### config.mk
export PLATFORM = sky130hd
export DESIGN_NAME = traffic_issue
export DESIGN_NICKNAME = d
export VERILOG_FILES = /design/src/hdl/mem_bus_pkg.sv /design/src/hdl/mem_test_pkg.sv /design/src/hdl/addr_gen.sv /design/src/hdl/traffic_issue.sv
export VERILOG_INCLUDE_DIRS = /design/src /design/src/hdl
export SDC_FILE = /design/constraint.sdc
export NUM_CORES = 1
export LEC_CHECK = 0
export ABC_AREA = 1
export BUFFER_PORTS_ARGS = -buffer_cell sky130_fd_sc_hd__buf_2
export CORE_AREA = 2 2 295 297
export DETAILED_ROUTE_END_ITERATION = 12
export DIE_AREA = 0 0 297 299
export PLACE_DENSITY_LB_ADDON = 0.05
export SYNTH_ARGS = -nofsm -noshare
export SYNTH_HDL_FRONTEND = slang
export SYNTH_HIERARCHICAL = 1
export SYNTH_SLANG_ARGS = --single-unit
### constraint.sdc
create_clock -name clk -period 6.2 [get_ports clk]
set_clock_uncertainty 0.05 [all_clocks]
set_input_delay 0.31 -clock clk [delete_from_list [all_inputs] [get_ports clk]]
set_output_delay 0.31 -clock clk [all_outputs]
set_load 0.02 [all_outputs]
### src/hdl/mem_traffic_macros.svh
`ifndef MEM_TRAFFIC_MACROS_SVH
`define MEM_TRAFFIC_MACROS_SVH

// Line geometry
`define LINE_BITS 512
`define ADDR_BITS 42

// Random region, in lines
`define MEM_REGION_BITS 14

// Checked subspace, indexes the tag RAM
`define CHECKED_ADDR_BITS 10
// Low index bits taken straight from the mapped address
`define CHECKED_LOW_BITS 6

// Cycle and response counters
`define COUNTER_BITS 40

// Expected-tag FIFO
`define CHK_FIFO_DEPTH 64
`define CHK_FIFO_THRESHOLD 8

// LFSR seeds and feedback taps
`define RD_SEED 32'h0000_2721
`define WR_SEED 32'h0000_8520
`define DATA_SEED_BASE 32'h0000_0001
// x^32 + x^22 + x^2 + x + 1, right-shift Galois form
`define LFSR_TAPS 32'h8020_0003

`endif

### src/hdl/mem_bus_pkg.sv
`include "mem_traffic_macros.svh"

package mem_bus_pkg;

    // One line address and one line of data
    typedef logic [`ADDR_BITS-1:0] t_line_addr;
    typedef logic [`LINE_BITS-1:0] t_line_data;

    // Read request, checked flag rides along as metadata
    typedef struct packed
    {
        logic       valid;
        t_line_addr addr;
        logic       checked;
    } t_rd_req;

    // Full-line write request
    typedef struct packed
    {
        logic       valid;
        t_line_addr addr;
        t_line_data data;
    } t_wr_req;

    // Read response returns the metadata flag unchanged
    typedef struct packed
    {
        logic       valid;
        t_line_data data;
        logic       checked;
    } t_rd_rsp;

    // Write completion
    typedef struct packed
    {
        logic valid;
    } t_wr_rsp;

endpackage

### src/hdl/mem_test_pkg.sv
`include "mem_traffic_macros.svh"

package mem_test_pkg;

    typedef logic [`COUNTER_BITS-1:0] t_counter;
    typedef logic [`CHECKED_ADDR_BITS-1:0] t_chk_idx;

    // Compared bytes 59, 35, 13 and 0 of a line, high to low
    typedef logic [31:0] t_tag;

    // Register write strobe
    // Index 0 config and start, 1 status address, 2 region base
    typedef struct packed
    {
        logic        en;
        logic [1:0]  idx;
        logic [63:0] data;
    } t_csr_wr;

    // Low bits of a config write, flags lowest
    typedef struct packed
    {
        t_counter cycles;
        logic     enable_rw_conflicts;
        logic     enable_checker;
        logic     enable_writes;
        logic     enable_reads;
    } t_config;

    typedef enum logic [1:0]
    {
        st_idle,
        st_run,
        st_terminate,
        st_error
    } t_state;

    // Random region index split around the checked subspace
    typedef struct packed
    {
        logic [`CHECKED_ADDR_BITS-`CHECKED_LOW_BITS-1:0]      checked_high;
        logic [`MEM_REGION_BITS-`CHECKED_ADDR_BITS-1:0]       unchecked_middle;
        logic [`CHECKED_LOW_BITS-1:0]                         checked_low;
    } t_mapped_addr;

    typedef struct packed
    {
        t_state   state;
        logic     error;
        t_counter cnt_rd_rsp;
        t_counter cnt_wr_rsp;
        t_counter cnt_checked;
    } t_status;

endpackage

### src/hdl/addr_gen.sv
`timescale 1ns/10ps
`include "mem_traffic_macros.svh"

module addr_gen
#(
    parameter logic [31:0] SEED       = `RD_SEED,
    parameter logic        FORCE_BIT2 = 1'b0
)
(
    input  logic                     clk,
    input  logic                     reset,
    input  logic                     next,
    input  mem_bus_pkg::t_line_addr  base,
    input  logic                     rw_conflicts,
    output mem_bus_pkg::t_line_addr  addr,
    output logic                     checked,
    output mem_test_pkg::t_chk_idx   chk_idx
);
    import mem_bus_pkg::*;
    import mem_test_pkg::*;

    logic [31:0]  lfsr;
    t_mapped_addr mapped;

    // Galois LFSR, one step per issued request
    always_ff @(posedge clk)
    begin
        if (reset)
        begin
            lfsr <= SEED;
        end
        else if (next)
        begin
            lfsr <= {1'b0, lfsr[31:1]} ^ (lfsr[0] ? `LFSR_TAPS : 32'h0);
        end
    end

    always_comb
    begin
        mapped = t_mapped_addr'(lfsr[$bits(t_mapped_addr)-1:0]);
        // Reads get 0 and writes get 1 here, so the two never collide
        if (!rw_conflicts)
        begin
            mapped.checked_low[2] = FORCE_BIT2;
        end
    end

    assign addr = base + t_line_addr'(mapped);

    // Only one middle pattern maps into the tag RAM
    assign checked = (mapped.unchecked_middle == '0);
    assign chk_idx = {mapped.checked_high, mapped.checked_low};

endmodule

### src/hdl/traffic_issue.sv
`timescale 1ns/10ps
`include "mem_traffic_macros.svh"

module traffic_issue
(
    input  logic                    clk,
    input  logic                    reset,
    input  mem_test_pkg::t_config   cfg,
    input  mem_test_pkg::t_state    state,
    input  logic                    chk_rdy,
    input  logic                    rd_alm_full,
    input  logic                    wr_alm_full,
    input  mem_bus_pkg::t_line_addr status_addr,
    input  mem_bus_pkg::t_line_addr mem_base,
    output mem_bus_pkg::t_rd_req    rd_req,
    output mem_bus_pkg::t_wr_req    wr_req,
    output mem_test_pkg::t_chk_idx  rd_chk_idx,
    output mem_test_pkg::t_chk_idx  wr_chk_idx,
    output logic                    wr_checked
);
    import mem_bus_pkg::*;
    import mem_test_pkg::*;

    localparam int N_LANES = `LINE_BITS / 32;

    logic [N_LANES-1:0][31:0] lane;

    logic       rd_go;
    logic       wr_go;
    logic       status_go;
    t_line_addr rd_addr;
    t_line_addr wr_addr;
    logic       rd_checked;
    logic       wr_chk;
    t_chk_idx   rd_idx;
    t_chk_idx   wr_idx;

    // ======================================
    // Issue conditions
    // ======================================
    assign rd_go = (state == st_run) && cfg.enable_reads && chk_rdy && !rd_alm_full;
    assign wr_go = (state == st_run) && cfg.enable_writes && chk_rdy && !wr_alm_full;

    // Terminate and error both end with one status line
    assign status_go = ((state == st_terminate) || (state == st_error)) && !wr_alm_full;

    // Read addresses keep bit 2 low, write addresses keep it high
    addr_gen
    #(
        .SEED(`RD_SEED),
        .FORCE_BIT2(1'b0)
    )
    u_rd_addr
    (
        .clk,
        .reset,
        .next(rd_go),
        .base(mem_base),
        .rw_conflicts(cfg.enable_rw_conflicts),
        .addr(rd_addr),
        .checked(rd_checked),
        .chk_idx(rd_idx)
    );

    addr_gen
    #(
        .SEED(`WR_SEED),
        .FORCE_BIT2(1'b1)
    )
    u_wr_addr
    (
        .clk,
        .reset,
        .next(wr_go),
        .base(mem_base),
        .rw_conflicts(cfg.enable_rw_conflicts),
        .addr(wr_addr),
        .checked(wr_chk),
        .chk_idx(wr_idx)
    );

    // Random data, one free-running LFSR per 32-bit lane
    always_ff @(posedge clk)
    begin
        for (int i = 0; i < N_LANES; i++)
        begin
            if (reset)
            begin
                lane[i] <= `DATA_SEED_BASE + 32'(i);
            end
            else
            begin
                lane[i] <= {1'b0, lane[i][31:1]} ^ (lane[i][0] ? `LFSR_TAPS : 32'h0);
            end
        end
    end

    // ======================================
    // Registered requests
    // ======================================
    always_ff @(posedge clk)
    begin
        rd_req.valid   <= rd_go;
        rd_req.addr    <= rd_addr;
        rd_req.checked <= rd_checked;
        rd_chk_idx     <= rd_idx;

        wr_req.valid <= wr_go;
        wr_req.addr  <= wr_addr;
        wr_req.data  <= t_line_data'(lane);
        wr_checked   <= wr_go && wr_chk;
        wr_chk_idx   <= wr_idx;

        // Status line replaces a normal write, 1 for done and 2 for error
        if (status_go)
        begin
            wr_req.valid <= 1'b1;
            wr_req.addr  <= status_addr;
            wr_req.data  <= (state == st_error) ? t_line_data'(2) : t_line_data'(1);
            wr_checked   <= 1'b0;
        end

        if (reset)
        begin
            rd_req.valid <= 1'b0;
            wr_req.valid <= 1'b0;
            wr_checked   <= 1'b0;
        end
    end

endmodule

# == Yosys cells after proc, flatten, opt, wreduce, memory -nomap -nowiden ==
# Index checks and enable logic that the tools add are counted.
# totals
out_inout_bits,620
inputBits,135
word_cells,86
regBits,1196
# classes
mux,22
n_reduce_logical,14
addsub,2
bitwise,18
n_eq_ne,3
# op_table
cell,n
2-to-1 mux 32 bit,18
XOR 31 x 32 -> 32 bit,18
2-to-1 mux 555 bit,1
adder 42 x 14 -> 42 bit,2
logical AND 1 bit,8
zero test 4 bit,2
equality test 2 bit (second input constant),2
equality test 2 x 1 -> 1 bit (second input constant),1
zero test 1 bit,2
2-to-1 mux 1 bit,2
2-to-1 mux 2 bit,1
OR reduction 2 bit,1
logical OR 1 bit,1

# == Logic depth before layout (Yosys ltp) ==
# Gate-level depths: netlist of run 1.
# depth
depth_word,5
depth_mapped,17
depth_no_buf,17

# == Modules after synthesis ==
# The synthesis of run 1 kept the hierarchy.
# by_module_without_submodules
mod,seq_area_each_um2,instances,cells_per_inst,area_each_um2
traffic_issue,22661.7,1,2982,29898.7
addr_gen (u_wr_addr),640.6,1,605,3400.8
addr_gen (u_rd_addr),640.6,1,605,3345.7

# == Worst setup path before layout of run 1 ==
# Ideal clock, no wire load.
# synth_path
path_kind,flip-flop to flip-flop
start,register u_wr_addr.lfsr[0]
end,register wr_req[552] (netlist bit)
setup_slack_ns,4.109
path_stages_with_launch,16
required_ns,6.038
t_arrival_ns,1.929
synth_period_minus_slack_ns,2.091
setup_time_ns,0.112
n_path_buf,0
path_cell_list,dfxtp_1 > ha_1 > inv_1 > fa_1 > inv_1 > nand3_1 > nand3_1 > nand2_1 > nand3_1 > nand2_1 > nand2_1 > nand2_1 > nand2_1 > nand2_1 > nand2_1 > nand2_1
# synth_between
elab_chain_len,2
# synth_rtl
item,line,rtl
start: declaration,addr_gen.sv:22,logic [31:0] lfsr;
start signal: assignment,addr_gen.sv:34,"lfsr <= {1'b0, lfsr[31:1]} ^ (lfsr[0] ? `LFSR_TAPS : 32'h0);"
adder 42 x 14 -> 42 bit,addr_gen.sv:48,assign addr = base + t_line_addr'(mapped);
named net wr_addr[40],traffic_issue.sv:32,t_line_addr wr_addr;
2-to-1 mux 555 bit,traffic_issue.sv:115,if (status_go)
end: declaration,traffic_issue.sv:16,"output mem_bus_pkg::t_wr_req wr_req,"
# The timed path passes the listed nets, and every way through them passes these cells.
# A chain may end at the register's enable or synchronous reset.

# == Worst setup path after layout of run 1 ==
# layout_path
start,register u_wr_addr.lfsr[0]
end,register wr_req[528] (netlist bit)
# The elaborated chain is that of the path after synthesis.

==> metrics.md, run 1 <==
| Metric | Value |
|---|---|
| CP delay by family, top | simple AND/OR/NAND/NOR gates |
| LEAKAGE | 22.15 nW |
| Die area | 0.08880 sq mm |
| Crit-path slowest cell | dfxtp_1 |
| FF-to-FF path depth | 13 |
| Netlist Area Pre-Place | 0.03665 sq mm |
| Hold Path Class | in2reg |
| Vias/cell | 4.360 |
| Switching power | 3.646 mW |
| Period utilization | 51.16% |
| PD cells | 347.1 mW/mm^2 |
| Num ports | 755 |
| First-pass GRT wire length | 149.1 mm |
| Tot Pwr | 15.85 mW |
| Initial antenna violation count | 1 |
| R2R setup slack | 3.03 ns |
| Min-delay src | reset |
| FILL cells | 8266 |
| Gate Count Post-Synth | 4192 |
| Reg area | 0.02394 sq mm |
| ANT cells | 0 |
| Max transition margin | 31.16% |
| Final WL | 99.43 mm |
| Post-synthesis async set-or-reset flop share | 0% |
| Final setup viols | 0 |
| Crit path top cell by count | nand2_1 |
| Initial core utilization | 42.64% |
| WL/cell | 16.02 um |
| Buf/Inv on CP | 2 |
| Non-filler cells, final | 6206 |
| Syn avg cell area | 8.742 sq um |
| Routed Antenna Nets | 0 |
| Status | complete, no violations |
| Post-route DRC violation count | 0 |
| Sequential element share of the synthesized area | 65.34% |
| Port Buf Inserts | 713 |
| Yosys warns | 6 |
| Switching portion of total power | 23.01% |
| Syn-to-layout area delta | 24.60% |
| Vias in the first global route | 25390 |
| Sequential Power Share | 50.2% |
| Final TNS setup | 0 ns |
| Root Buffer | clkbuf_16 |
| # Max-Cap Violations | 0 |
| Detailed placer's ending HPWL | 71.70 mm |
| Fin crit period | 3.172 ns |
| Worst hold endpoint | u_rd_addr/lfsr[0] |
| Share of cells above drive strength 1 | 19.52% |
| Fin nets | 5124 |
| Clock Power Share | 43.6% |
| Area of the multi-input gates | 0.009289 sq mm |
| GP Congestion | 0.9095 |
| EDFF count, synth | 0 |
| WP data arrival | 3.73 ns |
| H-tree depth | 3 |
| Post-synth net total | 4357 |
| Number of synthesized register bits | 1196 |
| Clk_lat worst skew | 0.69 ns |
| CTS Buffer Depth | 3 |
| Crit path cell chain | ha_1 -> inv_1 -> fa_1 -> inv_1 -> nand3_1 -> nand3_1 -> nand2_1 -> nand3_1 -> nand2_1 -> nand2_1 -> xor2_1 -> nand2_1 -> nand2_1 |
| Final core utilization | 53.13% |
| CP max FO | 7 |
| Max stage delay on crit path | 0.55 ns |
| Die X | 297 um |
| Worst-margin pin slew | 1.033 ns |
| Predominant post-synthesis flop cell | dfxtp_1 |
| RSZ-0062 raised after global routing | false |
| WHS Path Cells | 3 |
| CP required | 6.76 ns |
| Initial DRT Pass Iterations | 5 |
| Total track usage | 21.78% |
| Max Fclk | 0.3153 GHz |
| Clk sinks | 1196 |
| Vias | 27060 |
| Inserted Clock Buffers | 112 |
| Clk slew on worst S/H paths | 0.06 ns |
| Critical Path Sink Type | flip-flop |
| TritonCTS clock tree | built |
| Core Area | 0.08594 sq mm |
| Row count | 108 |
| Worst setup path category | reg2reg |
| Fin. Hold Viols | 0 |
| Inst Count DP | 5914 |
| FF-to-FF End | wr_req[528] |
| Commonest non-fill, non-tap cell in the layout | dfxtp_1 |
| Count of cell types in the netlist | 36 |
| Chip height | 299 um |
| RR Startpoint | u_wr_addr/lfsr[0] |
| Comb power frac | 6.2% |
| Drt first-iter violations | 1617 |
| Most frequent cells in the layout | dfxtp_1, nor2_1, buf_2 |
| Max Slew Vio Count | 0 |
| P_int | 12.20 mW |
| Critical Path Source Type | flip-flop |
| Max VDD drop | 281.0 uV |
| Pin count of the biggest net entering global routing | 191 |
| Grt total ovfl | 0 |
cell type report:
class                      instances  area share [%]
clock buffer                     178           7.585
timing repair buffer             811           10.03
tap                             1155           3.165
inverter                         695           5.713
multi-input combinational       2143           20.34
sequential                      1196           52.44
clock inverter                    28          0.7289
synthesized netlist by cell type (2+ instances only):
| library cell | n | area (sq um) |
|---|---|---|
| nand4_1 | 17 | 106.4 |
| nor3_2 | 7 | 70.07 |
| buf_2 | 118 | 590.6 |
| a21oi_2 | 2 | 17.52 |
| fa_1 | 2 | 40.04 |
| o21ai_0 | 94 | 470.5 |
| inv_2 | 18 | 67.56 |
| xnor2_1 | 5 | 43.79 |
| nand3_1 | 96 | 480.5 |
| o21ai_1 | 13 | 65.06 |
| nor2_1 | 1118 | 4197 |
| nand3b_1 | 9 | 67.56 |
| or2_1 | 4 | 25.02 |
| nand3_2 | 4 | 40.04 |
| o21ai_2 | 3 | 26.28 |
| and2_4 | 2 | 17.52 |
| a21oi_1 | 61 | 305.3 |
| inv_1 | 675 | 2534 |
| nor3_1 | 20 | 100.1 |
| nor4_1 | 3 | 18.77 |
| buf_4 | 19 | 142.6 |
| xor2_1 | 42 | 367.9 |
| clkbuf_1 | 19 | 71.32 |
| nor2_4 | 8 | 90.09 |
| clkinv_1 | 2 | 7.510 |
| dfxtp_1 | 1196 | 23940 |
| nand2_2 | 14 | 87.58 |
| buf_1 | 2 | 7.510 |
| nor2_2 | 20 | 125.1 |
| ha_1 | 28 | 350.3 |
| nand2_1 | 566 | 2125 |
worst min-delay path, cell delays in order:
cell     delay, ns
buf_8         0.19
nor2_1        0.16
nand2_1       0.05
power groups by stage:
stage          Clock (mW)  Combinational (mW)  Sequential, mW
6_report             6.91               0.982            7.95
5_1_grt              7.41                1.07            7.97
4_1_cts              7.09               0.997            7.95
3_5_place_dp            0               0.952            8.12
3_3_place_gp            0               0.951            8.12
2_1_floorplan           0               0.409            8.28
cells by family (layout without fill, tap and decap cells):
| group | after synthesis | count (layout) | share of synthesized area (%) |
|---|---|---|---|
| AO/OA/AOI/OAI | 174 | 174 | 2.434 |
| AND/OR/NAND/NOR | 1892 | 1892 | 20.70 |
| flip-flops | 1196 | 1196 | 65.34 |
| adder cells (fa/ha/maj) | 30 | 30 | 1.065 |
| XOR/XNOR | 47 | 47 | 1.123 |
| buffers and inverters | 853 | 1712 | 9.335 |
state kept, by name, indices dropped and copies added, names as in the netlist:
name and count:
rd_req 44, wr_chk_idx 10, lane 512, u_wr_addr/lfsr 32
wr_req 555, wr_checked 1, u_rd_addr/lfsr 32, rd_chk_idx 10
per-layer routing:
| metal | track usage, % | routed length, um | up-vias |
|---|---|---|---|
| met1 | 26.30 | 41470 | 12420 |
| met5 | 0 | 0 | - |
| met2 | 38.16 | 48900 | 682 |
| met4 | 7.311 | 2809 | 0 |
| li1 | - | - | 13810 |
| met3 | 5.038 | 6253 | 146 |
metrics by stage:
stage / setup slack [ns] / hold WS [ns] / instance area, sq um
after floorplan: 4.109 / 0.3503 / 36650
after global placement: 3.116 / 0.3348 / 41000
after detailed placement: 3.028 / 0.3359 / 41000
after CTS: 2.996 / 0.0009858 / 45660
after global routing: 2.813 / 0.05124 / 45660
final: 3.028 / 0.02705 / 45660
how the worst max path moves through the flow:
stage                      startpoint     endpoint  slack [ns]  depth (start not counted)
finish              u_wr_addr/lfsr[0]  wr_req[528]        3.03                         13
global route        u_wr_addr/lfsr[0]  wr_req[528]        2.81                         13
floorplan           u_wr_addr/lfsr[0]  wr_req[552]        4.11                         15
detailed placement  u_wr_addr/lfsr[0]  wr_req[528]        3.03                         13
global placement    u_wr_addr/lfsr[0]  wr_req[528]        3.12                         13
CTS                 u_wr_addr/lfsr[0]  wr_req[528]        3.00                         13
repair_timing:
| item | CTS | global route |
|---|---|---|
| hold endpoints to repair | 84 | 0 |
| hold buffers | 86 | 0 |
| setup buffers | 0 | 0 |
| resized for setup | 0 | 0 |
Power figures use the tool's default switching activity.
==> run 2: changes to the inputs <==
--- a/config.mk
+++ b/config.mk
@@ -8,9 +8,9 @@
 export LEC_CHECK = 0
 export ABC_AREA = 1
 export BUFFER_PORTS_ARGS = -buffer_cell sky130_fd_sc_hd__buf_2
-export CORE_AREA = 2 2 295 297
+export CORE_AREA = 2 2 297 299
 export DETAILED_ROUTE_END_ITERATION = 12
-export DIE_AREA = 0 0 297 299
+export DIE_AREA = 0 0 299 301
 export PLACE_DENSITY_LB_ADDON = 0.05
 export SYNTH_ARGS = -nofsm -noshare
 export SYNTH_HDL_FRONTEND = slang
==> constraint.sdc (replaced) <==
create_clock -name clk -period 3.2 [get_ports clk]
set_clock_uncertainty 0.05 [all_clocks]
set_input_delay 0.16 -clock clk [delete_from_list [all_inputs] [get_ports clk]]
set_output_delay 0.16 -clock clk [all_outputs]
set_load 0.02 [all_outputs]
==> metrics.md, run 2 (same netlist as run 1, synthesis figures left out) <==
| Metric | Value |
|---|---|
| Status | complete, no violations (unchanged) |
| Hold slack final | 0.05054 ns (was 0.02705 ns) |
| Final WL | 103.6 mm (was 99.43 mm) |
| TritonCTS clock tree | built (unchanged) |
| CTS Buffer Depth | 3 (unchanged) |
| Initial DRT Pass Iterations | 6 (was 5) |
| Max stage delay on crit path | 0.55 ns (about the same) |
| Row count | 108 (unchanged) |
| Die area | 0.09000 sq mm (was 0.08880 sq mm) |
| Routed Antenna Nets | 0 (unchanged) |
| PD cells | 674.8 mW/mm^2 (was 347.1 mW/mm^2) |
| Max transition margin | 25.71% (was 31.16%) |
| Num ports | 755 (unchanged) |
| Drt first-iter violations | 1400 (was 1617) |
| RSZ-0062 raised after global routing | false (unchanged) |
| Crit path top cell by count | nand2_1 (unchanged) |
| Largest register FFs | 555 (unchanged) |
| Final TNS setup | 0 ns (unchanged) |
| Root Buffer | clkbuf_16 (unchanged) |
| CP max FO | 5 (was 7) |
| Port Buf Inserts | 713 (unchanged) |
| Worst setup path category | reg2reg (unchanged) |
| Initial core utilization | 42.37% (was 42.64%) |
| Fin crit period | 2.968 ns (was 3.172 ns) |
| WL/cell | 16.50 um (was 16.02 um) |
| GP Congestion | 0.8891 (was 0.9095) |
| Total track usage | 22.44% (was 21.78%) |
| H-tree depth | 3 (unchanged) |
| Commonest non-fill, non-tap cell in the layout | dfxtp_1 (unchanged) |
| Chip height | 301 um (was 299 um) |
| Critical Path Source Type | flip-flop (unchanged) |
| Pin count of the biggest net entering global routing | 178 (was 191) |
| Vias | 27350 (was 27060) |
| Share of cells above drive strength 1 | 19.85% (was 19.52%) |
| Crit path cell chain | ha_2 -> inv_1 -> fa_1 -> inv_1 -> nand3_1 -> nand3_2 -> nand2_1 -> nand3_1 -> nand2_1 -> nand2_1 -> nand2_1 -> nand2_1 -> nand2_1 -> nand2_1 -> nand2_1 -> dlygate4sd3_1 (was ha_1 -> inv_1 -> fa_1 -> inv_1 -> nand3_1 -> nand3_1 -> nand2_1 -> nand3_1 -> nand2_1 -> nand2_1 -> xor2_1 -> nand2_1 -> nand2_1) |
| Die X | 299 um (was 297 um) |
| Syn-to-layout area delta | 27.13% (was 24.60%) |
| Top flop regs | wr_req (555), lane (512), rd_req (44) (unchanged) |
| Worst setup margin | 0.2317 ns (was 3.028 ns) |
| Grt total ovfl | 0 (unchanged) |
| Max Fclk | 0.3369 GHz (was 0.3153 GHz) |
| Detailed placer's ending HPWL | 75.59 mm (was 71.70 mm) |
| Placement Setup Slack | 0.5623 ns (was 3.028 ns) |
| Final setup viols | 0 (unchanged) |
| Hold Path Class | in2reg (unchanged) |
| Critical Path Sink Type | flip-flop (unchanged) |
| Initial antenna violation count | 5 (was 1) |
| Vias/cell | 4.357 (was 4.360) |
| Max Slew Vio Count | 0 (unchanged) |
| Max VDD drop | 509.8 uV (was 281.0 uV) |
| Clk sinks | 1196 (unchanged) |
| Clk_lat worst skew | 0.67 ns (was 0.69 ns) |
| Most frequent cells in the layout | dfxtp_1, nor2_1, buf_2 (unchanged) |
| Worst-margin pin slew | 1.113 ns (was 1.033 ns) |
| Post-route DRC violation count | 0 (unchanged) |
| Vias in the first global route | 26370 (was 25390) |
| CP required | 3.71 ns (was 6.76 ns) |
| Core Area | 0.08648 sq mm (was 0.08594 sq mm) |
| Fin nets | 5185 (was 5124) |
| Inserted Clock Buffers | 118 (was 112) |
| Fin. Hold Viols | 0 (unchanged) |
| # Max-Cap Violations | 0 (unchanged) |
| LEAKAGE | 22.54 nW (was 22.15 nW) |
| Period utilization | 92.76% (was 51.16%) |
| WP data arrival | 3.48 ns (was 3.73 ns) |
| First-pass GRT wire length | 154.7 mm (was 149.1 mm) |
| Reg with most FFs | wr_req (unchanged) |
| Crit-path slowest cell | dlygate4sd3_1 (was dfxtp_1) |
| Clk slew on worst S/H paths | 0.06 ns (about the same) |
==> run 2: cell count changes in the layout (fill, tap and decap cells not counted), sizes merged <==
cell / delta
dlygate4sd3: +43
buf: +12
clkinv: +9
bufinv: +2
clkinvlp: +2
diode: +2
clkbuf: +1
inv: -1
==> run 2: worst paths after layout <==
check                     end  cells after the start               from  slack [ns]
setup / recovery  wr_req[552]                     16  u_wr_addr/lfsr[0]        0.23
setup reg to reg  wr_req[552]                     16  u_wr_addr/lfsr[0]        0.23
hold / removal     wr_req[56]                      5           state[1]        0.05
hold reg to reg      lane[10]                      2           lane[11]        0.31
==> run 2: cell type report <==
type                            count  area, sq um
Antenna cell                        2        5.005
Inverter                          695         2609
Multi-Input combinational cell   2143         9299
Fill cell                        8241        39900
Timing Repair Buffer              866         5213
Clock inverter                     40        518.0
Tap cell                         1155         1445
Clock buffer                      179         3555
Sequential cell                  1196        23940
==> run 2: repair_timing <==
action,4_1_cts,5_1_grt
buffers inserted,0,0
setup endpoints to repair,0,7
hold buffers,129,0
resized for setup,0,5
hold endpoints to repair,169,0
==> run 2: layer usage <==
metal | global-route usage, % | up-vias | wire length, um
met5 | 0 | - | 13
met4 | 6.190 | 2 | 2381
met3 | 5.224 | 141 | 5991
met2 | 40.30 | 632 | 51780
met1 | 26.75 | 12640 | 43390
li1 | - | 13930 | -
==> run 2: worst max-delay path: cells and delay by family, from the launching register on <==
kind	cells	cell delay, ns
and+or+nand+nor	11	1.06
buffers and inverters	3	0.76
DFF	1	0.33
adders and majority gates	2	0.66
==> run 2: stage by stage <==
step	utilization [%]	area [sq um]	power (mW)	std cells
final	53.87	46590	31.44	6276
after global routing	53.87	46580	32.63	6275
after CTS	53.85	46570	31.83	6274
after detailed placement	47.64	41200	17.62	5926
after global placement	47.64	41200	17.62	5926
after floorplan	-	36650	16.83	4192
==> run 2: report_power, final <==
part           leakage, nW  internal (mW)  switching [mW]  total [mW]
sequential            9.73           15.3           0.142        15.4
combinational         10.8          0.610            1.37        1.98
clock                 2.00           8.25            5.78        14.0
